## src/hw/infra_pkg.sv

```systemverilog
package infra_pkg;

  // ****************************************
  // reset release
  // ****************************************

  // stages in the rstdiv0 release shift register
  localparam int RST_DIV_SYNC_NUM = 8;

  // ****************************************
  // lock qualification
  // ****************************************

  // depth of the double-flop synchronizer on the lock inputs
  localparam int LOCK_SYNC_STAGES = 2;

  // consecutive good cycles before the infrastructure is declared ready
  localparam int LOCK_STABLE_CYCLES = 16;

  // width of the stable-cycle counter, must reach LOCK_STABLE_CYCLES
  localparam int LOCK_CNT_W = $clog2(LOCK_STABLE_CYCLES + 1);

  // lock-loss counter width, saturates at all ones
  localparam int LOSS_CNT_W = 8;

  // status seen by the phase-shift controller and the outside world
  typedef struct packed {
    logic                  infra_ready;
    logic [LOSS_CNT_W-1:0] loss_cnt;
  } lock_stat_t;

endpackage

```

## src/hw/ps_pkg.sv

```systemverilog
package ps_pkg;

  // ****************************************
  // phase-shift constants
  // ****************************************

  // signed tap position width
  localparam int PS_TAP_W = 10;

  // largest allowed tap magnitude in either direction
  localparam int PS_MAX_TAP = 448;

  // step count carried by one command
  localparam int PS_STEP_W = 6;

  // cycles to wait for psdone after each psen pulse
  localparam int PS_DONE_TIMEOUT = 64;
  localparam int PS_WAIT_W = $clog2(PS_DONE_TIMEOUT);

  // command queue
  localparam int PS_FIFO_DEPTH = 4;
  localparam int PS_PTR_W = $clog2(PS_FIFO_DEPTH);

  // ****************************************
  // enums and structs
  // ****************************************

  // psincdec encoding on the MMCM port
  typedef enum logic {
    PS_DEC = 1'b0,
    PS_INC = 1'b1
  } ps_dir_e;

  typedef enum logic [1:0] {
    PS_OK      = 2'd0,
    PS_RANGE   = 2'd1,
    PS_TIMEOUT = 2'd2
  } ps_status_e;

  typedef enum logic [2:0] {
    PS_IDLE  = 3'd0,
    PS_CHECK = 3'd1,
    PS_PULSE = 3'd2,
    PS_WAIT  = 3'd3,
    PS_RESP  = 3'd4
  } ps_state_e;

  typedef struct packed {
    ps_dir_e                dir;
    logic [PS_STEP_W-1:0]   steps;
  } ps_cmd_t;

  typedef struct packed {
    ps_status_e                  status;
    logic signed [PS_TAP_W-1:0]  tap;
    logic [PS_STEP_W-1:0]        done_steps;
  } ps_resp_t;

endpackage

```

## src/hw/infra_ctrl_top.sv

```systemverilog
`timescale 1ns/1ps

module infra_ctrl_top import infra_pkg::*, ps_pkg::*; (
  input  logic       clk_bufg,
  input  logic       rst_tmp,
  input  logic       pll_lock,
  input  logic       iodelay_ctrl_rdy,
  // client command side
  input  logic       cmd_valid,
  input  ps_cmd_t    cmd,
  output logic       cmd_ready,
  // client response side
  output logic       resp_valid,
  output ps_resp_t   resp,
  input  logic       resp_ready,
  // MMCM fine phase shift port
  output logic       psen,
  output logic       psincdec,
  input  logic       psdone,
  // status
  output logic       rstdiv0,
  output lock_stat_t lock_stat
);

  // queue head toward the controller
  logic    q_valid;
  ps_cmd_t q_cmd;
  logic    q_ready;

  // ****************************************
  // reset and lock status
  // ****************************************

  rst_div_sync u_rst_div_sync (
    .clk_bufg (clk_bufg),
    .rst_tmp  (rst_tmp),
    .rstdiv0  (rstdiv0)
  );

  lock_monitor u_lock_monitor (
    .clk_bufg         (clk_bufg),
    .rst_tmp          (rst_tmp),
    .rstdiv0          (rstdiv0),
    .pll_lock         (pll_lock),
    .iodelay_ctrl_rdy (iodelay_ctrl_rdy),
    .lock_stat        (lock_stat)
  );

  // ****************************************
  // phase-shift path
  // ****************************************

  ps_cmd_fifo u_ps_cmd_fifo (
    .clk_bufg  (clk_bufg),
    .rst_tmp   (rst_tmp),
    .cmd_valid (cmd_valid),
    .cmd       (cmd),
    .cmd_ready (cmd_ready),
    .q_valid   (q_valid),
    .q_cmd     (q_cmd),
    .q_ready   (q_ready)
  );

  ps_ctrl u_ps_ctrl (
    .clk_bufg   (clk_bufg),
    .rst_tmp    (rst_tmp),
    .lock_stat  (lock_stat),
    .q_valid    (q_valid),
    .q_cmd      (q_cmd),
    .q_ready    (q_ready),
    .psen       (psen),
    .psincdec   (psincdec),
    .psdone     (psdone),
    .resp_valid (resp_valid),
    .resp       (resp),
    .resp_ready (resp_ready)
  );

endmodule

```

## src/hw/lock_monitor.sv

```systemverilog
`timescale 1ns/1ps

module lock_monitor import infra_pkg::*; (
  input  logic       clk_bufg,
  input  logic       rst_tmp,
  input  logic       rstdiv0,
  input  logic       pll_lock,
  input  logic       iodelay_ctrl_rdy,
  output lock_stat_t lock_stat
);

  // ****************************************
  // input synchronizer
  // ****************************************

  // bit 1 is pll_lock, bit 0 is iodelay_ctrl_rdy
  // element 0 is the first flop of the chain
  logic [LOCK_SYNC_STAGES-1:0][1:0] sync_r;
  logic                             lock_sync;

  // stable-cycle counter for qualification
  logic [LOCK_CNT_W-1:0]            stable_cnt;

  // both inputs good after the last stage
  assign lock_sync = &sync_r[LOCK_SYNC_STAGES-1];

  // ****************************************
  // qualification and loss counting
  // ****************************************

  always_ff @(posedge clk_bufg or posedge rst_tmp) begin
    if (rst_tmp) begin
      sync_r               <= '0;
      stable_cnt           <= '0;
      lock_stat.infra_ready <= 1'b0;
      lock_stat.loss_cnt   <= '0;
    end else begin
      sync_r <= {sync_r[LOCK_SYNC_STAGES-2:0], {pll_lock, iodelay_ctrl_rdy}};

      // lock dropped while ready, count it once
      // ready clears on this same edge, so no double count
      if (lock_stat.infra_ready && !lock_sync && (lock_stat.loss_cnt != '1)) begin
        lock_stat.loss_cnt <= lock_stat.loss_cnt + LOSS_CNT_W'(1);
      end

      // any bad cycle or fabric reset restarts qualification
      if (rstdiv0 || !lock_sync) begin
        stable_cnt            <= '0;
        lock_stat.infra_ready <= 1'b0;
      end else if (stable_cnt != LOCK_CNT_W'(LOCK_STABLE_CYCLES)) begin
        stable_cnt <= stable_cnt + LOCK_CNT_W'(1);
        // last qualifying cycle
        if (stable_cnt == LOCK_CNT_W'(LOCK_STABLE_CYCLES - 1)) begin
          lock_stat.infra_ready <= 1'b1;
        end
      end
    end
  end

  // ****************************************
  // checks
  // ****************************************

  // loss count only ever grows until the next rst_tmp
  a_loss_monotonic : assert property (
    @(posedge clk_bufg) disable iff (rst_tmp)
      lock_stat.loss_cnt >= $past(lock_stat.loss_cnt)
  ) else $error("loss_cnt decreased outside reset");

endmodule

```

## src/hw/ps_cmd_fifo.sv

```systemverilog
`timescale 1ns/1ps

module ps_cmd_fifo import ps_pkg::*; (
  input  logic    clk_bufg,
  input  logic    rst_tmp,
  input  logic    cmd_valid,
  input  ps_cmd_t cmd,
  output logic    cmd_ready,
  output logic    q_valid,
  output ps_cmd_t q_cmd,
  input  logic    q_ready
);

  // command storage, written at wr_ptr on each push
  ps_cmd_t             mem [PS_FIFO_DEPTH];

  // pointers wrap naturally, depth is a power of two
  logic [PS_PTR_W-1:0] wr_ptr;
  logic [PS_PTR_W-1:0] rd_ptr;
  logic [PS_PTR_W:0]   count;

  logic                push;
  logic                pop;

  assign cmd_ready = (count != (PS_PTR_W + 1)'(PS_FIFO_DEPTH));
  assign q_valid   = (count != '0);
  assign push      = cmd_valid && cmd_ready;
  assign pop       = q_ready && q_valid;

  // first-word fall-through, head is always on the output
  assign q_cmd = mem[rd_ptr];

  always_ff @(posedge clk_bufg) begin
    if (push) begin
      mem[wr_ptr] <= cmd;
    end
  end

  // ****************************************
  // pointers and occupancy
  // ****************************************

  always_ff @(posedge clk_bufg or posedge rst_tmp) begin
    if (rst_tmp) begin
      wr_ptr <= '0;
      rd_ptr <= '0;
      count  <= '0;
    end else begin
      if (push) wr_ptr <= wr_ptr + PS_PTR_W'(1);
      if (pop)  rd_ptr <= rd_ptr + PS_PTR_W'(1);
      // simultaneous push and pop leaves count alone
      case ({push, pop})
        2'b10:   count <= count + (PS_PTR_W + 1)'(1);
        2'b01:   count <= count - (PS_PTR_W + 1)'(1);
        default: count <= count;
      endcase
    end
  end

  // controller must only take an entry that exists
  a_no_pop_empty : assert property (
    @(posedge clk_bufg) disable iff (rst_tmp) q_ready |-> q_valid
  ) else $error("q_ready high with empty command queue");

endmodule

```

## src/hw/ps_ctrl.sv

```systemverilog
`timescale 1ns/1ps

module ps_ctrl import infra_pkg::*, ps_pkg::*; (
  input  logic       clk_bufg,
  input  logic       rst_tmp,
  input  lock_stat_t lock_stat,
  input  logic       q_valid,
  input  ps_cmd_t    q_cmd,
  output logic       q_ready,
  output logic       psen,
  output logic       psincdec,
  input  logic       psdone,
  output logic       resp_valid,
  output ps_resp_t   resp,
  input  logic       resp_ready
);

  ps_state_e                  state;

  // command under execution
  ps_cmd_t                    cmd_r;
  ps_status_e                 status_r;

  // current MMCM phase position in taps
  logic signed [PS_TAP_W-1:0] tap;
  logic [PS_STEP_W-1:0]       done_cnt;
  logic [PS_WAIT_W-1:0]       wait_cnt;

  // tap the command would end on, one bit wider to catch overflow
  logic signed [PS_TAP_W:0]   tap_final;
  logic                       range_err;
  logic                       last_step;
  logic                       wait_expired;

  // take the head only when idle and the clocks are good
  assign q_ready = (state == PS_IDLE) && q_valid && lock_stat.infra_ready;

  always_comb begin
    if (cmd_r.dir == PS_INC) begin
      tap_final = tap + $signed({1'b0, cmd_r.steps});
    end else begin
      tap_final = tap - $signed({1'b0, cmd_r.steps});
    end
  end

  assign range_err    = (tap_final > PS_MAX_TAP) || (tap_final < -PS_MAX_TAP);
  assign last_step    = ((done_cnt + PS_STEP_W'(1)) == cmd_r.steps);
  assign wait_expired = (wait_cnt == PS_WAIT_W'(PS_DONE_TIMEOUT - 1));

  always_ff @(posedge clk_bufg) begin
    if (q_ready) begin
      cmd_r <= q_cmd;
    end
  end

  // status is settled in PS_CHECK and only overridden by a timeout
  always_ff @(posedge clk_bufg) begin
    if (state == PS_CHECK) begin
      status_r <= range_err ? PS_RANGE : PS_OK;
    end else if ((state == PS_WAIT) && !psdone && wait_expired) begin
      status_r <= PS_TIMEOUT;
    end
  end

  // ****************************************
  // command FSM
  // ****************************************

  always_ff @(posedge clk_bufg or posedge rst_tmp) begin
    if (rst_tmp) begin
      state      <= PS_IDLE;
      tap        <= '0;
      done_cnt   <= '0;
      wait_cnt   <= '0;
      psen       <= 1'b0;
      psincdec   <= 1'b0;
      resp_valid <= 1'b0;
    end else begin
      // psen is high only for the cycle spent in PS_PULSE
      psen <= 1'b0;
      case (state)
        PS_IDLE: begin
          if (q_ready) begin
            done_cnt <= '0;
            state    <= PS_CHECK;
          end
        end
        PS_CHECK: begin
          // out of range or nothing to do, answer without pulsing
          if (range_err || (cmd_r.steps == '0)) begin
            resp_valid <= 1'b1;
            state      <= PS_RESP;
          end else begin
            psen     <= 1'b1;
            psincdec <= (cmd_r.dir == PS_INC);
            state    <= PS_PULSE;
          end
        end
        PS_PULSE: begin
          wait_cnt <= '0;
          state    <= PS_WAIT;
        end
        PS_WAIT: begin
          if (psdone) begin
            tap      <= (cmd_r.dir == PS_INC) ? tap + PS_TAP_W'(1) : tap - PS_TAP_W'(1);
            done_cnt <= done_cnt + PS_STEP_W'(1);
            if (last_step) begin
              resp_valid <= 1'b1;
              state      <= PS_RESP;
            end else begin
              psen  <= 1'b1;
              state <= PS_PULSE;
            end
          end else if (wait_expired) begin
            // MMCM went quiet, report what got done
            resp_valid <= 1'b1;
            state      <= PS_RESP;
          end else begin
            wait_cnt <= wait_cnt + PS_WAIT_W'(1);
          end
        end
        PS_RESP: begin
          if (resp_ready) begin
            resp_valid <= 1'b0;
            state      <= PS_IDLE;
          end
        end
        default: state <= PS_IDLE;
      endcase
    end
  end

  assign resp = '{status: status_r, tap: tap, done_steps: done_cnt};

  // ****************************************
  // checks
  // ****************************************

  a_psen_single : assert property (
    @(posedge clk_bufg) disable iff (rst_tmp) psen |=> !psen
  ) else $error("psen held longer than one cycle");

  // one pulse outstanding, no new pulse while waiting for psdone
  a_psen_not_in_wait : assert property (
    @(posedge clk_bufg) disable iff (rst_tmp) (state == PS_WAIT) |-> !$rose(psen)
  ) else $error("psen rose while waiting for psdone");

  a_resp_hold : assert property (
    @(posedge clk_bufg) disable iff (rst_tmp)
      resp_valid && !resp_ready |=> resp_valid && $stable(resp)
  ) else $error("response dropped or changed before acceptance");

endmodule

```

## src/hw/rst_div_sync.sv

```systemverilog
`timescale 1ns/1ps

module rst_div_sync import infra_pkg::*; (
  input  logic clk_bufg,
  input  logic rst_tmp,
  output logic rstdiv0
);

  // ****************************************
  // reset stretcher
  // ****************************************

  // all ones while rst_tmp is high
  // a zero walks in from the bottom after release
  logic [RST_DIV_SYNC_NUM-1:0] rstdiv0_sync_r;

  // assert asynchronously, release on the clock
  always_ff @(posedge clk_bufg or posedge rst_tmp) begin
    if (rst_tmp) begin
      rstdiv0_sync_r <= '1;
    end else begin
      rstdiv0_sync_r <= {rstdiv0_sync_r[RST_DIV_SYNC_NUM-2:0], 1'b0};
    end
  end

  // top bit drops RST_DIV_SYNC_NUM edges after rst_tmp falls
  assign rstdiv0 = rstdiv0_sync_r[RST_DIV_SYNC_NUM-1];

  // ****************************************
  // checks
  // ****************************************

  // fabric reset must cover the whole input reset window
  a_rstdiv0_covers_rst : assert property (
    @(posedge clk_bufg) rst_tmp |-> rstdiv0
  ) else $error("rstdiv0 low while rst_tmp high");

endmodule

```

## config.mk

```make
export PLATFORM = sky130hd
export DESIGN_NAME = infra_ctrl_top
export DESIGN_NICKNAME = d
export VERILOG_FILES = /design/src/hw/infra_pkg.sv /design/src/hw/ps_pkg.sv /design/src/hw/infra_ctrl_top.sv /design/src/hw/lock_monitor.sv /design/src/hw/ps_cmd_fifo.sv /design/src/hw/ps_ctrl.sv /design/src/hw/rst_div_sync.sv
export SDC_FILE = /design/constraint.sdc
export NUM_CORES = 1
export LEC_CHECK = 0
export BUFFER_PORTS_ARGS = -buffer_cell sky130_fd_sc_hd__buf_2
export CAP_MARGIN = 20
export CELL_PAD_IN_SITES_DETAIL_PLACEMENT = 1
export CELL_PAD_IN_SITES_GLOBAL_PLACEMENT = 1
export CORE_MARGIN = 2
export CORE_UTILIZATION = 50
export CTS_BUF_LIST = sky130_fd_sc_hd__clkbuf_8
export DETAILED_ROUTE_END_ITERATION = 10
export PLACE_DENSITY_LB_ADDON = 0.3
export SKIP_CTS_REPAIR_TIMING = 1
export SLEW_MARGIN = 10
export SYNTH_ARGS = -nofsm -noshare
export SYNTH_HDL_FRONTEND = slang
export SYNTH_SLANG_ARGS = --single-unit
export TNS_END_PERCENT = 30
```

## constraint.sdc

```tcl
create_clock -name clk_bufg -period 3.7 [get_ports clk_bufg]
set_clock_uncertainty 0.05 [all_clocks]
set_input_delay 0.37 -clock clk_bufg [delete_from_list [all_inputs] [get_ports clk_bufg]]
set_output_delay 0.37 -clock clk_bufg [all_outputs]
set_load 0.03 [all_outputs]
```

Word level (Yosys, flattened, before mapping). Memories as Yosys holds them, arrays and structs flattened. A register that Yosys moved wholly into a read port is not among the register bits. Index checks and enable logic that the tools add are counted.

Register bits: 63. Memory bits (writable): 28. Output and inout bits: 32. Memories: 1.

$add $sub $neg: 12. Order comparisons: 2. Eq/ne operators: 20. Muxes and demuxes: 36. Bitwise gates (word level): 1. Reduce and logical (&&, ||, !) cells: 31.

Memory list: u_ps_cmd_fifo.mem (depth 4, width 7, rd ports 1, clocked after memory_dff 1, wr ports 1, RTL line ps_cmd_fifo.sv:15) `ps_cmd_t mem [PS_FIFO_DEPTH];`.

Operator list (count): 2-to-1 mux 6 bit (4); case mux 6 bit (2 select lines) (2); 2-to-1 mux 3 bit (6); case mux 3 bit (5 select lines) (1); 2-to-1 mux 1 bit (14); adder 6 x 1 -> 6 bit, second input constant (2); inequality test 2 bit, second input constant (6); nonzero test 2 bit (6); adder 10 x 7 -> 11 bit (1); > comparator 11 x 10 -> 1 bit, second input constant (1); < comparator 11 x 10 -> 1 bit, second input constant (1); 2-to-1 mux 11 bit (1); subtractor 10 x 7 -> 11 bit (1); adder 10 x 2 -> 10 bit, second input constant (1); 2-to-1 mux 10 bit (1); 2-to-1 mux 5 bit (2); subtractor 10 x 2 -> 10 bit, second input constant (1); AND reduction 3 bit (3); adder 8 x 1 -> 8 bit, second input constant (1); logical AND 1 bit (8); inequality test 8 bit, second input constant (1); AND reduction 2 bit (4); == test 3 x 2 -> 1 bit, second input constant (2); == test 6 bit (1); other kinds (24) (31).

Logic depth before layout (Yosys ltp). Gate-level depths: netlist (run 1).

Depth after elaboration: 7. Gate-level depth with buffers: 13. Depth with buffers taken out: 13.

Modules after synthesis. A second synthesis (run 1) with hierarchy kept.

Cell total of the unflattened synthesis: 441. Area total of the unflattened synthesis: 5190.0 µm².

Modules (own cells, without submodules): ps_ctrl (times used 1, cells an instance 284, area an instance 2677.6 µm²); ps_cmd_fifo (times used 1, cells an instance 75, area an instance 1443.9 µm²); lock_monitor (times used 1, cells an instance 72, area an instance 850.8 µm²); rst_div_sync (times used 1, cells an instance 10, area an instance 217.7 µm²).

Worst setup path before layout (run 1). Ideal clock, no wire load.

Path kind: register to register. Start: register, netlist name u_ps_ctrl.cmd_r[0]. End: register u_ps_ctrl.psincdec. Setup time: 0.125 ns. Data arrival time: 3.084 ns. Required time: 3.525 ns. Path slack: 0.441 ns. Cell stages (with the launch flop): 12. Path buffers: 0. Cell sequence: edfxtp_1 -> inv_1 -> ha_1 -> mux2_2 -> fa_1 -> xor2_1 -> or4_1 -> a21oi_2 -> a41oi_2 -> a311o_1 -> o22ai_2 -> mux2_4.

Cells in the longest elaborated chain, start to end: 7.

Ends and longest elaborated chain: subtractor 10 x 7 -> 11 bit / adder 10 x 7 -> 11 bit (equally long branches) (RTL line ps_ctrl.sv:42, ps_ctrl.sv:40); 2-to-1 mux 11 bit (RTL line ps_ctrl.sv:39) `if (cmd_r.dir == PS_INC) begin`; > comparator 11 x 10 -> 1 bit / < comparator 11 x 10 -> 1 bit (equally long branches) (RTL line ps_ctrl.sv:46) `assign range_err = (tap_final > PS_MAX_TAP) || (tap_final < -PS_MAX_TAP);`; logical OR 1 bit (RTL line ps_ctrl.sv:46); logical OR 1 bit * (RTL line ps_ctrl.sv:90) `if (range_err || (cmd_r.steps == '0)) begin`; NOT 1 bit (no source line) *; AND reduction 2 bit (no source line) *; end signal: assignment (RTL line ps_ctrl.sv:95) `psincdec <= (cmd_r.dir == PS_INC);`; end: declaration (RTL line ps_ctrl.sv:11) `output logic psincdec,`.

Every way passes the cells marked *; elsewhere a longest branch is shown, timed or not. A chain may end at the register's enable or synchronous reset.

Worst setup path after layout (run 1).
Start: register, netlist name u_ps_ctrl.cmd_r[0]. End: register u_ps_ctrl.psincdec.

Cells in the longest elaborated chain, start to end: 7.

Ends and longest elaborated chain (RTL line): subtractor 10 x 7 -> 11 bit / adder 10 x 7 -> 11 bit (equally long branches) (ps_ctrl.sv:42, ps_ctrl.sv:40); 2-to-1 mux 11 bit (ps_ctrl.sv:39); > comparator 11 x 10 -> 1 bit / < comparator 11 x 10 -> 1 bit (equally long branches) (ps_ctrl.sv:46); logical OR 1 bit (ps_ctrl.sv:46); logical OR 1 bit * (ps_ctrl.sv:90); NOT 1 bit (no source line) *; AND reduction 2 bit (no source line) *.

Marks and branches as above.

==> impl_metrics.json, run 1 <==
{
  "grt_pass1_vias": 3826,
  "initial_core_util_pct": 52.1,
  "vias": 3542,
  "p_leak_uw": 0.00248,
  "die_area_um2": 11100,
  "grt_start_max_net_pins": 50,
  "setup_viol": 0,
  "fillers": 1037,
  "r2r_cells": 13,
  "drv_slew": 0,
  "cts.clk_slew.worst_paths_ns": 0.09,
  "hpwl_um": 9180,
  "routabilityCongestion": 0.843,
  "finalSetupTns_ns": 0,
  "slowest_delay_ns": 0.45,
  "cp_common_cell": "ha_1",
  "std_cell_rows": 36,
  "initialDrtViolationCount": 131,
  "reg2reg_from": "u_ps_ctrl.cmd_r[0]",
  "synth_ff_type": "dfrtp_1",
  "tightest_slew_ns": 0.561,
  "dp_slack_ns": 0.131,
  "fp.dieH_um": 105,
  "post_drt_wl_per_cell_um": 18.7,
  "yosysWarnings": 0,
  "cts_made_buffers": 9,
  "syn_area_um2": 5140,
  "rrSetupSlack_ns": 0.15,
  "root_buffer": "clkbuf_8",
  "critical_path.cell_chain": "inv_1 > ha_1 > nor2b_2 > a21oi_1 > xor2_1 > ha_1 > a21o_1 > a221oi_4 > xnor2_1 > a41oi_2 > a311o_1 > o22ai_2 > mux2_4",
  "grt_first_pass_wirelength_um": 19400,
  "die_w_um": 105,
  "postSynthAreaPerCell_um2": 11.6,
  "critPathKind": "flop to flop",
  "startpoint_type": "flop",
  "max_slew_margin_pct": 62.3,
  "whs_path_depth": 1,
  "finalCriticalPeriod_ns": 3.55,
  "crit_arrival_ns": 3.75,
  "antenna_found_initial": 0,
  "irDropWorstVdd_mv": 0.263,
  "drive_gt1_share_pct": 20.3,
  "hold_viol_final": 0,
  "timing.rr.end": "u_ps_ctrl.psincdec",
  "core_um2": 9860,
  "hold_class": "primary input to flop",
  "synth.distinct_cells": 62,
  "clk_latency_ns": 0.35,
  "nNetsFinal": 540,
  "ys_seq_area_share_pct": 51.5,
  "layout_common_cells": "53 x dfrtp_1, 45 x buf_2, 37 x edfxtp_1, 33 x nand2_1",
  "fmax_mhz": 282,
  "final_common_cell": "dfrtp_1",
  "synthArstFlopShare_pct": 62.2,
  "ant_nets": 0,
  "cp_max_fo": 7,
  "overflow": 0,
  "wl_um": 11800,
  "port_buffers": 45,
  "syn_inst": 441,
  "cp.required_ns": 3.90,
  "setup_slack_ns": 0.150,
  "cts_max_path_buffers": 2,
  "synth-edff-count": 37,
  "ys_seq_elements": 98,
  "end_kind": "flop",
  "clock-sinks": 98,
  "pin_count": 46,
  "holdPathEnd": "u_lock_monitor.sync_r[1]",
  "critPathSlowestCell": "edfxtp_1",
  "p_per_area_nw_per_um2": 650,
  "area_growth_syn_to_layout_pct": 11.5,
  "h-tree-depth": 3,
  "first_pass_iters": 4,
  "cts_tree": "done",
  "drcViolationCount": 0,
  "maxCapViolations": 0,
  "status": "finished, final reports clean",
  "antenna_cells": 0,
  "min_period_over_period_pct": 95.9,
  "min_from": "pll_lock",
  "grtUsageTotal_pct": 22.5,
  "synth_nets": 489,
  "vias_per_cell": 5.62
}
==> per-stage QoR <==
stage          total power, uW  utilization (%)  cells  hold WS [ns]  cell area [um2]
2_1_floorplan             2680                -    441         0.281             5140
3_3_place_gp              3030             55.9    612         0.287             5520
3_5_place_dp              3130             55.9    612         0.297             5520
4_1_cts                   3740             57.6    628        0.0533             5680
5_1_grt                   3980             58.1    630        0.0516             5730
6_report                  3720             58.1    630        0.0671             5730
==> cells by family (layout without fill, tap and decap cells) <==
family	count (synthesis)	after routing	share of synthesized area (%)
and+or+nand+nor	123	123	11.8
muxes	12	12	4.21
adders and majority gates	34	34	8.72
buffers and inverters	36	92	2.66
xor gates and xnor gates	51	51	8.70
AOI/OAI and AO/OA	86	86	12.3
DFF	98	98	51.5
other	1	1	0.0730
==> critical path: cells and delay by family (launching register included) <==
kind / cells / cell delay (ns)
XOR/XNOR: 2 / 0.37
flip-flops: 1 / 0.45
multiplexers: 1 / 0.31
adder cells (fa/ha/maj): 2 / 0.53
AO/OA/AOI/OAI: 6 / 1.48
AND/OR/NAND/NOR: 1 / 0.18
buffers and inverters: 1 / 0.08
==> Yosys cell counts, drive strengths merged (2+ instances only) <==
master,number,share of area [%]
a211oi,2,0.63
a21o,9,1.3
a21oi,22,2.2
a221oi,3,0.76
a31oi,4,0.78
and2,3,0.37
and3,12,1.5
buf,2,0.17
clkbuf,10,0.73
dfrtp,53,26
dfstp,8,4.1
edfxtp,37,22
fa,3,1.2
ha,31,7.6
inv,24,1.8
mux2,4,0.95
mux4,7,3.1
nand2,33,2.4
nand3,14,1.4
nand4,5,0.61
nor2,29,2.1
nor2b,4,0.49
nor3,8,0.88
nor3b,2,0.29
nor4,3,0.49
o21ai,21,2.0
o21bai,4,0.58
o22ai,5,0.73
o31ai,6,1.1
or2,3,0.37
or3,2,0.24
or4,2,0.29
xnor2,31,5.3
xor2,20,3.4
==> power by group <==
part	switching [uW]	total (uW)	internal, uW
combinational	952	1550	602
sequential	215	1560	1350
clock	370	606	236
total	1540	3720	2190
==> registers in the layout, indices dropped and copies added (netlist names) <==
| register | cells |
|---|---|
| u_ps_ctrl.psincdec | 1 |
| u_ps_ctrl.status_r | 2 |
| u_ps_ctrl.cmd_r | 7 |
| u_ps_cmd_fifo.wr_ptr | 2 |
| u_ps_ctrl.psen | 1 |
| u_ps_ctrl.wait_cnt | 6 |
| u_ps_cmd_fifo.mem | 28 |
| u_ps_ctrl.done_cnt | 6 |
| u_ps_ctrl.resp_valid | 1 |
| u_ps_ctrl.tap | 10 |
| u_lock_monitor.stable_cnt | 5 |
| u_ps_ctrl.state | 3 |
| u_lock_monitor.lock_stat | 9 |
| u_rst_div_sync.rstdiv0_sync_r | 8 |
| u_ps_cmd_fifo.count | 3 |
| u_lock_monitor.sync_r | 4 |
| u_ps_cmd_fifo.rd_ptr | 2 |
==> area by class of cell <==
class	count	area (um2)	area share (%)
clock buffers	9	124	2.16
clock inverters	7	35.0	0.612
inverters	24	90.1	1.57
multi-input cells	307	2370	41.4
flip-flops and latches	98	2650	46.2
well taps	133	166	2.91
repair buffers	52	293	5.11
==> per-layer routing <==
layer	vias up	GRT usage (%)	wire (um)	part of all wire, %
li1	1680	-	-	-
met1	1791	26.3	4810	41
met2	58	41.9	6400	54
met3	13	4.02	388	3.3
met4	0	6.67	199	1.7
met5	-	0	0	0
==> how the worst max path moves through the flow <==
stage	from	end	slack (ns)	depth (start not counted)
after floorplan	u_ps_ctrl.cmd_r[0]	u_ps_ctrl.psincdec	0.44	11
after global placement	u_ps_ctrl.cmd_r[0]	u_ps_ctrl.psincdec	0.30	13
after detailed placement	u_ps_ctrl.cmd_r[1]	u_ps_ctrl.psincdec	0.13	13
after CTS	u_ps_ctrl.cmd_r[0]	u_ps_ctrl.psincdec	0.11	13
after global routing	u_ps_ctrl.cmd_r[0]	u_ps_ctrl.psincdec	-0.002	13
final	u_ps_ctrl.cmd_r[0]	u_ps_ctrl.psincdec	0.15	13
No activity file was read; power rests on OpenSTA's default activity.
==> run 2: changes to the inputs <==
- SYNTH_HIERARCHICAL: unset -> 1
==> run 2 against run 1 <==
  * Sequential share of layout area is 0.75 points lower
  * Via count is 1.5% higher
  * Critical endpoint is now u_ps_ctrl/psincdec
  * Synthesized area is 1.0% higher
  * Largest cell class unchanged
  * Synthesized cell count stayed put
  * Core utilization is 0.90 points lower
  * Global-route usage is 0.32 points lower
  * Combinational power is 85% lower
  * Flip-flop and latch count stayed put
  * Critical path depth is 1 higher
  * Final area is 1.6% higher
  * Power is 41% lower
  * Die area is 1.0% higher
==> impl_metrics.json, run 2 <==
{
  "initial_core_util_pct": 51.0,
  "top_regs": "u_ps_cmd_fifo/mem (28), u_ps_ctrl/tap (10), u_lock_monitor/lock_stat (9)",
  "die_area_um2": 11200,
  "hpwl_um": 8780,
  "crit_start": "u_ps_ctrl/cmd_r[0]",
  "initialDrtViolationCount": 142,
  "vias_per_cell": 5.62,
  "fmax_mhz": 276,
  "drive_gt1_share_pct": 23.1,
  "maxCapViolations": 0,
  "cts_made_buffers": 9,
  "drv_slew": 0,
  "cp_max_fo": 6,
  "ant_nets": 0,
  "wl_um": 11700,
  "yosysTopAreaCell": "dfrtp_1",
  "grt_start_max_net_pins": 27,
  "combPwrFrac_pct": 11.0,
  "synthTopCellsByArea": "dfrtp_1 26%, edfxtp_1 21%, ha_1 7.5%",
  "routabilityCongestion": 0.942,
  "finalPower_uw": 2180,
  "p_clk_share_pct": 29.9,
  "synthArstFlopShare_pct": 62.2,
  "synth-edff-count": 37,
  "final_cell_area_um2": 5820,
  "die_w_um": 106,
  "clk_latency_ns": 0.38,
  "largest_register_ffs": 28,
  "syn_area_um2": 5190,
  "tightest_slew_ns": 0.985,
  "root_buffer": "clkbuf_8",
  "antenna_found_initial": 0,
  "p_int_uw": 1590,
  "p_per_area_nw_per_um2": 375,
  "min_from": "iodelay_ctrl_rdy",
  "core_um2": 10200,
  "synth_nets": 489,
  "finalCriticalPeriod_ns": 3.63,
  "setup_viol": 0,
  "postSynthAreaPerCell_um2": 11.8,
  "grt_first_pass_wirelength_um": 19400,
  "crit_arrival_ns": 3.84,
  "post_drt_wl_per_cell_um": 18.2,
  "startpoint_type": "flop",
  "synth.distinct_cells": 73,
  "cts_max_path_buffers": 2,
  "end_kind": "flop",
  "ys_seq_elements": 98,
  "layout_common_cells": "53 x dfrtp_1, 45 x buf_2, 37 x edfxtp_1, 31 x nand2_1, 31 x nor2_1",
  "nNetsFinal": 546,
  "p_sw_share_pct": 27.1,
  "hold_class": "primary input to flop",
  "std_cell_rows": 37,
  "overflow": 0,
  "pin_count": 46,
  "area_growth_syn_to_layout_pct": 12.2,
  "netlist_top_cells_count": "53 x dfrtp_1, 37 x edfxtp_1, 31 x ha_1, 31 x nand2_1, 31 x nor2_1",
  "crit_end": "u_ps_ctrl/psincdec",
  "grt_pass1_vias": 3875,
  "placed_area_um2": 5570,
  "cts.clk_slew.worst_paths_ns": 0.11,
  "p_leak_uw": 0.00256,
  "syn_inst": 441,
  "timing.rr.end": "u_ps_ctrl/psincdec",
  "fp.dieH_um": 106,
  "grtUsageTotal_pct": 22.2,
  "first_pass_iters": 4,
  "port_buffers": 45,
  "synth_top_area_share_pct": 25.6,
  "vias": 3594,
  "yosysMostFrequentCell": "dfrtp_1",
  "ys_seq_area_share_pct": 51.0,
  "antenna_cells": 0,
  "sequentialPowerShare_pct": 59.1,
  "yosysWarnings": 6,
  "regMostFlops": "u_ps_cmd_fifo/mem",
  "rrSetupSlack_ns": 0.07,
  "drcViolationCount": 0,
  "min_period_over_period_pct": 98.0,
  "irDropWorstVdd_mv": 0.303,
  "synth_ff_type": "dfrtp_1",
  "r2r_cells": 14,
  "reg2reg_from": "u_ps_ctrl/cmd_r[0]",
  "max_slew_margin_pct": 34.2,
  "cp.required_ns": 3.91,
  "switching_power_uw": 592,
  "status": "finished, final reports clean",
  "hold_viol_final": 0,
  "clock-sinks": 98,
  "critPathKind": "flop to flop",
  "h-tree-depth": 3,
  "final_common_cell": "dfrtp_1",
  "cts_tree": "done"
}
run 2: cell types whose count changed after synthesis, moves of 3 or more:
cell       previous run  this run
and3_1               12         7
nand2b_1              1         4
clkbuf_1             10         5
a21o_1                8         1
o2111ai_1             0         4
o21ai_0              20        15
o211ai_1              0         4
mux2_1                0         4
and3_2                0         4
xnor2_1              31        25
nand3_1              14        17
o31ai_1               5         2
run 2: worst min path at each step:
stage,depth (start not counted),slack [ns],to
2_1_floorplan,1,0.12,u_ps_cmd_fifo/count[0]
5_1_grt,1,0.04,u_lock_monitor/sync_r[0]
3_3_place_gp,0,0.28,u_lock_monitor/sync_r[2]
4_1_cts,2,-0.10,u_ps_cmd_fifo/rd_ptr[1]
3_5_place_dp,2,0.30,u_ps_cmd_fifo/rd_ptr[1]
6_report,1,0.06,u_lock_monitor/sync_r[0]
run 2: stage by stage:
step | TNS, ns | setup WS (ns) | util, % | hold WS (ns) | cells
after global routing | -0.0184 | -0.0184 | 57.1 | 0.0351 | 639
final | 0 | 0.0731 | 57.1 | 0.0568 | 639
after global placement | 0 | 0.253 | 54.7 | 0.284 | 617
after CTS | 0 | 0.0772 | 56.4 | -0.102 | 633
after floorplan | 0 | 0.357 | - | 0.123 | 441
after detailed placement | 0 | 0.151 | 54.7 | 0.297 | 617
run 2: logic make-up (layout without fill, tap and decap cells):
logic type	after synthesis	after routing	share of synthesized area, %
AO/OA/AOI/OAI	81	81	11.3
XOR/XNOR	44	44	7.43
adder cells (fa/ha/maj)	34	34	8.63
buffers and inverters	34	96	2.63
flip-flops	98	98	51.0
multiplexers	17	17	5.30
other	1	1	0.0723
AND/OR/NAND/NOR	132	132	13.6
run 2: critical path, stage by stage, from the launching register on:
cell	delay (ns)
edfxtp_1	0.45
inv_2	0.10
ha_4	0.16
nand2_1	0.06
nor2_1	0.12
nor2_1	0.07
xor2_1	0.15
ha_2	0.41
o211ai_1	0.17
a211oi_2	0.33
o2111ai_1	0.18
nor3b_1	0.19
or3_4	0.44
a211oi_4	0.29
mux2_4	0.32
run 2: layout make-up:
cell class,instances,area [um2]
Clock buffer,9,124
Clock inverter,7,52.6
Fill cell,1082,4360
Inverter,26,97.6
Multi-Input combinational cell,309,2430
Sequential cell,98,2650
Tap cell,136,170
Timing Repair Buffer,54,295
run 2: power groups by stage:
stage / registers (uW) / logic, uW / clock network [uW]
finish: 1290 / 240 / 653
global route: 1300 / 269 / 705
CTS: 1290 / 247 / 673
detailed placement: 1320 / 243 / 0
global placement: 1300 / 226 / 0
floorplan: 1290 / 174 / 0
run 2: metal layers:
| layer | vias to the layer above | GRT usage, % | wire length (um) |
|---|---|---|---|
| met5 | - | 0 | 0 |
| met1 | 1807 | 27.7 | 5000 |
| li1 | 1706 | - | - |
| met4 | 0 | 9.02 | 242 |
| met2 | 62 | 38.5 | 6090 |
| met3 | 19 | 3.59 | 332 |
==> run 3: changes to the inputs <==
- ABC_AREA: unset -> 1
- CORE_UTILIZATION: 50 -> 47
==> run 3 against run 2 <==
  * Final cell count rose by 32%
  * Global-route usage fell by 0.98 points
  * First-iteration DRC count rose by 9.2%
  * Clock power rose by 2%
  * Routed wire length rose by 9.2%
  * Count of clock-buffer cells in the layout rose by 1
  * Register-to-register slack improved by 0.34 ns
  * Synthesized area rose by 6.7%
  * Sequential share of layout area fell by 2.3 points
  * Die area rose by 13%
  * Non-clock buffer count fell by 5
  * Critical endpoint is now u_ps_ctrl/resp_valid
  * Largest cell class unchanged
  * Largest power group is now combinational logic
==> impl_metrics.json, run 3 <==
{
  "status": "finished, final reports clean",
  "cts_tree": "done",
  "rsz0062_at_grt": "false",
  "synth_top_area_share_pct": 24.0,
  "syn_area_um2": 5540,
  "layout_common_cells": "166 x nand2_1, 106 x inv_1, 53 x dfrtp_1, 45 x buf_2, 43 x nor2_1",
  "p_per_area_nw_per_um2": 657,
  "cts.clk_slew.worst_paths_ns": 0.10,
  "placed_area_um2": 5910,
  "fmax_mhz": 304,
  "cp.required_ns": 3.92,
  "startpoint_type": "flop",
  "h-tree-depth": 3,
  "setup_slack_ns": 0.416,
  "yosysTopAreaCell": "dfrtp_1",
  "postSynthAreaPerCell_um2": 8.62,
  "final_common_cell": "nand2_1",
  "finalSetupTns_ns": 0,
  "cp_max_fo": 19,
  "p_leak_uw": 0.00307,
  "fin_hold_ws_ns": 0.0330,
  "clk_latency_ns": 0.38,
  "vias": 4368,
  "wl_um": 12700,
  "std_cell_rows": 39,
  "critPathKind": "flop to flop",
  "setup_viol": 0,
  "busiest_layer": "met2",
  "p_int_uw": 2240,
  "nNetsFinal": 743,
  "grt_start_max_net_pins": 30,
  "hpwl_um": 9790,
  "sequentialPowerShare_pct": 39.0,
  "finalCriticalPeriod_ns": 3.28,
  "dp_cells": 825,
  "gr-usage-met2_pct": 37.9,
  "grt_pass1_vias": 4603,
  "fin_cells": 843,
  "cts_made_buffers": 9,
  "fp.dieH_um": 113,
  "first_pass_iters": 4,
  "antenna_found_initial": 0,
  "yosysMostFrequentCell": "nand2_1",
  "drive_gt1_share_pct": 15.7,
  "crit_arrival_ns": 3.51,
  "top_regs": "u_ps_cmd_fifo/mem (28), u_ps_ctrl/tap (10), u_lock_monitor/lock_stat (9)",
  "cts_max_path_buffers": 2,
  "multi_input_area_um2": 2420,
  "die_area_um2": 12700,
  "synthTopCellsByArea": "dfrtp_1 24%, edfxtp_1 20%, nand2_1 11%",
  "irDropWorstVdd_mv": 0.408,
  "vias_per_cell": 5.18,
  "synth-edff-count": 37,
  "routabilityCongestion": 0.844,
  "synth_nets": 690,
  "initial_core_util_pct": 48.3,
  "yosysWarnings": 6,
  "antenna_cells": 0,
  "maxCapViolations": 0,
  "synth_ff_type": "dfrtp_1",
  "hold_viol_final": 0,
  "overflow": 0,
  "synthArstFlopShare_pct": 62.2,
  "clock-sinks": 98,
  "seq_area_um2": 2650,
  "syn_inst": 642,
  "synth.distinct_cells": 43,
  "largest_register_ffs": 28,
  "hold_class": "primary input to flop",
  "combPwrFrac_pct": 44.5,
  "initialDrtViolationCount": 155,
  "final_cell_area_um2": 6130,
  "area_growth_syn_to_layout_pct": 10.8,
  "die_w_um": 113,
  "core_um2": 11500,
  "grtUsageMet1_pct": 25.8,
  "end_kind": "flop",
  "post_drt_wl_per_cell_um": 15.1,
  "ant_nets": 0,
  "min_period_over_period_pct": 88.8,
  "max_slew_margin_pct": 51.3,
  "p_clk_share_pct": 16.6,
  "regMostFlops": "u_ps_cmd_fifo/mem",
  "ys_seq_area_share_pct": 47.8,
  "grt_first_pass_wirelength_um": 21500,
  "drv_slew": 0,
  "ys_seq_elements": 98,
  "root_buffer": "clkbuf_8",
  "fillers": 1410,
  "p_sw_share_pct": 44.4,
  "netlist_top_cells_count": "166 x nand2_1, 106 x inv_1, 53 x dfrtp_1",
  "tightest_slew_ns": 0.730,
  "gr-usage-met3_pct": 4.37,
  "port_buffers": 45,
  "pin_count": 46,
  "grtUsageTotal_pct": 21.2,
  "drcViolationCount": 0,
  "switching_power_uw": 1790,
  "dp_slack_ns": 0.412
}
## run 3: cell count changes in the layout (fill, tap and decap cells not counted), moves of 6 or more
| cell | before | now |
|---|---|---|
| and3_1 | 7 | 1 |
| buf_4 | 8 | 2 |
| inv_1 | 25 | 106 |
| mux4_2 | 7 | 0 |
| nand2_1 | 31 | 166 |
| nand2_2 | 0 | 11 |
| nand3_1 | 17 | 41 |
| nor2_1 | 31 | 43 |
| o211ai_1 | 4 | 16 |
| o21ai_0 | 15 | 23 |
| o21ai_1 | 0 | 6 |
| xnor2_1 | 25 | 5 |
## run 3: kinds of logic (layout without fill, tap and decap cells)
kind of cell	count (synthesis)	in the layout	synth area share, %
compound gates	79	79	8.52
xor+xnor	19	19	3.01
fa+ha+maj	34	34	8.09
buf+inv	119	177	8.45
flops	98	98	47.8
other cells	1	1	0.0677
simple gates	292	292	24.0
## run 3: worst paths after layout
kind	start	end	slack, ns	cells past startpoint
setup / recovery	u_ps_ctrl/cmd_r[6]	u_ps_ctrl/resp_valid	0.42	19
hold reg to reg	u_lock_monitor/sync_r[0]	u_lock_monitor/sync_r[2]	0.31	0
min in group asynchronous	rst_tmp	u_ps_cmd_fifo/count[0]	0.44	3
max in group asynchronous	rst_tmp	u_ps_ctrl/tap[5]	2.41	5
setup reg to reg	u_ps_ctrl/cmd_r[6]	u_ps_ctrl/resp_valid	0.42	19
hold / removal	iodelay_ctrl_rdy	u_lock_monitor/sync_r[0]	0.03	1
## run 3: stage by stage
step	util (%)	power, uW
after global placement	51.6	3260
after CTS	53.2	4070
after floorplan	-	2890
after detailed placement	51.6	3380
final	53.5	4030
after global routing	53.5	4370
## run 3: power groups by stage
stage	logic, uW	registers [uW]	clock network (uW)
floorplan	1140	1740	0
CTS	1800	1580	699
finish	1790	1570	667
global placement	1680	1580	0
global route	2030	1600	733
detailed placement	1790	1590	0
## run 3: worst max-delay path, stage by stage, from the launching register on
cell	delay [ns]
edfxtp_1	0.44
inv_1	0.50
o21ai_0	0.31
nand2_1	0.15
xor2_1	0.22
ha_1	0.30
nand2_1	0.13
inv_1	0.05
a21oi_1	0.17
nand2_1	0.07
nand2_1	0.06
nand2_1	0.07
nor2_1	0.13
nand2_1	0.06
nand2_1	0.07
nand2_2	0.07
nand4_4	0.13
nand3_1	0.08
nand2_1	0.06
nand2_1	0.04
## run 3: cell type report
type | instances | share of cell area [%]
Sequential cell | 98 | 43.2
Multi-Input combinational cell | 425 | 39.5
Inverter | 112 | 6.92
Timing Repair Buffer | 49 | 4.53
Tap cell | 143 | 2.92
Clock buffer | 10 | 2.24
Clock inverter | 6 | 0.755
## run 3: metal layers
metal	wire length (um)	share of wire, %	vias up
met3	312	2.5	12
met2	6590	52	44
met5	0	0	-
met1	5650	44	2147
met4	169	1.3	0
li1	-	-	2165
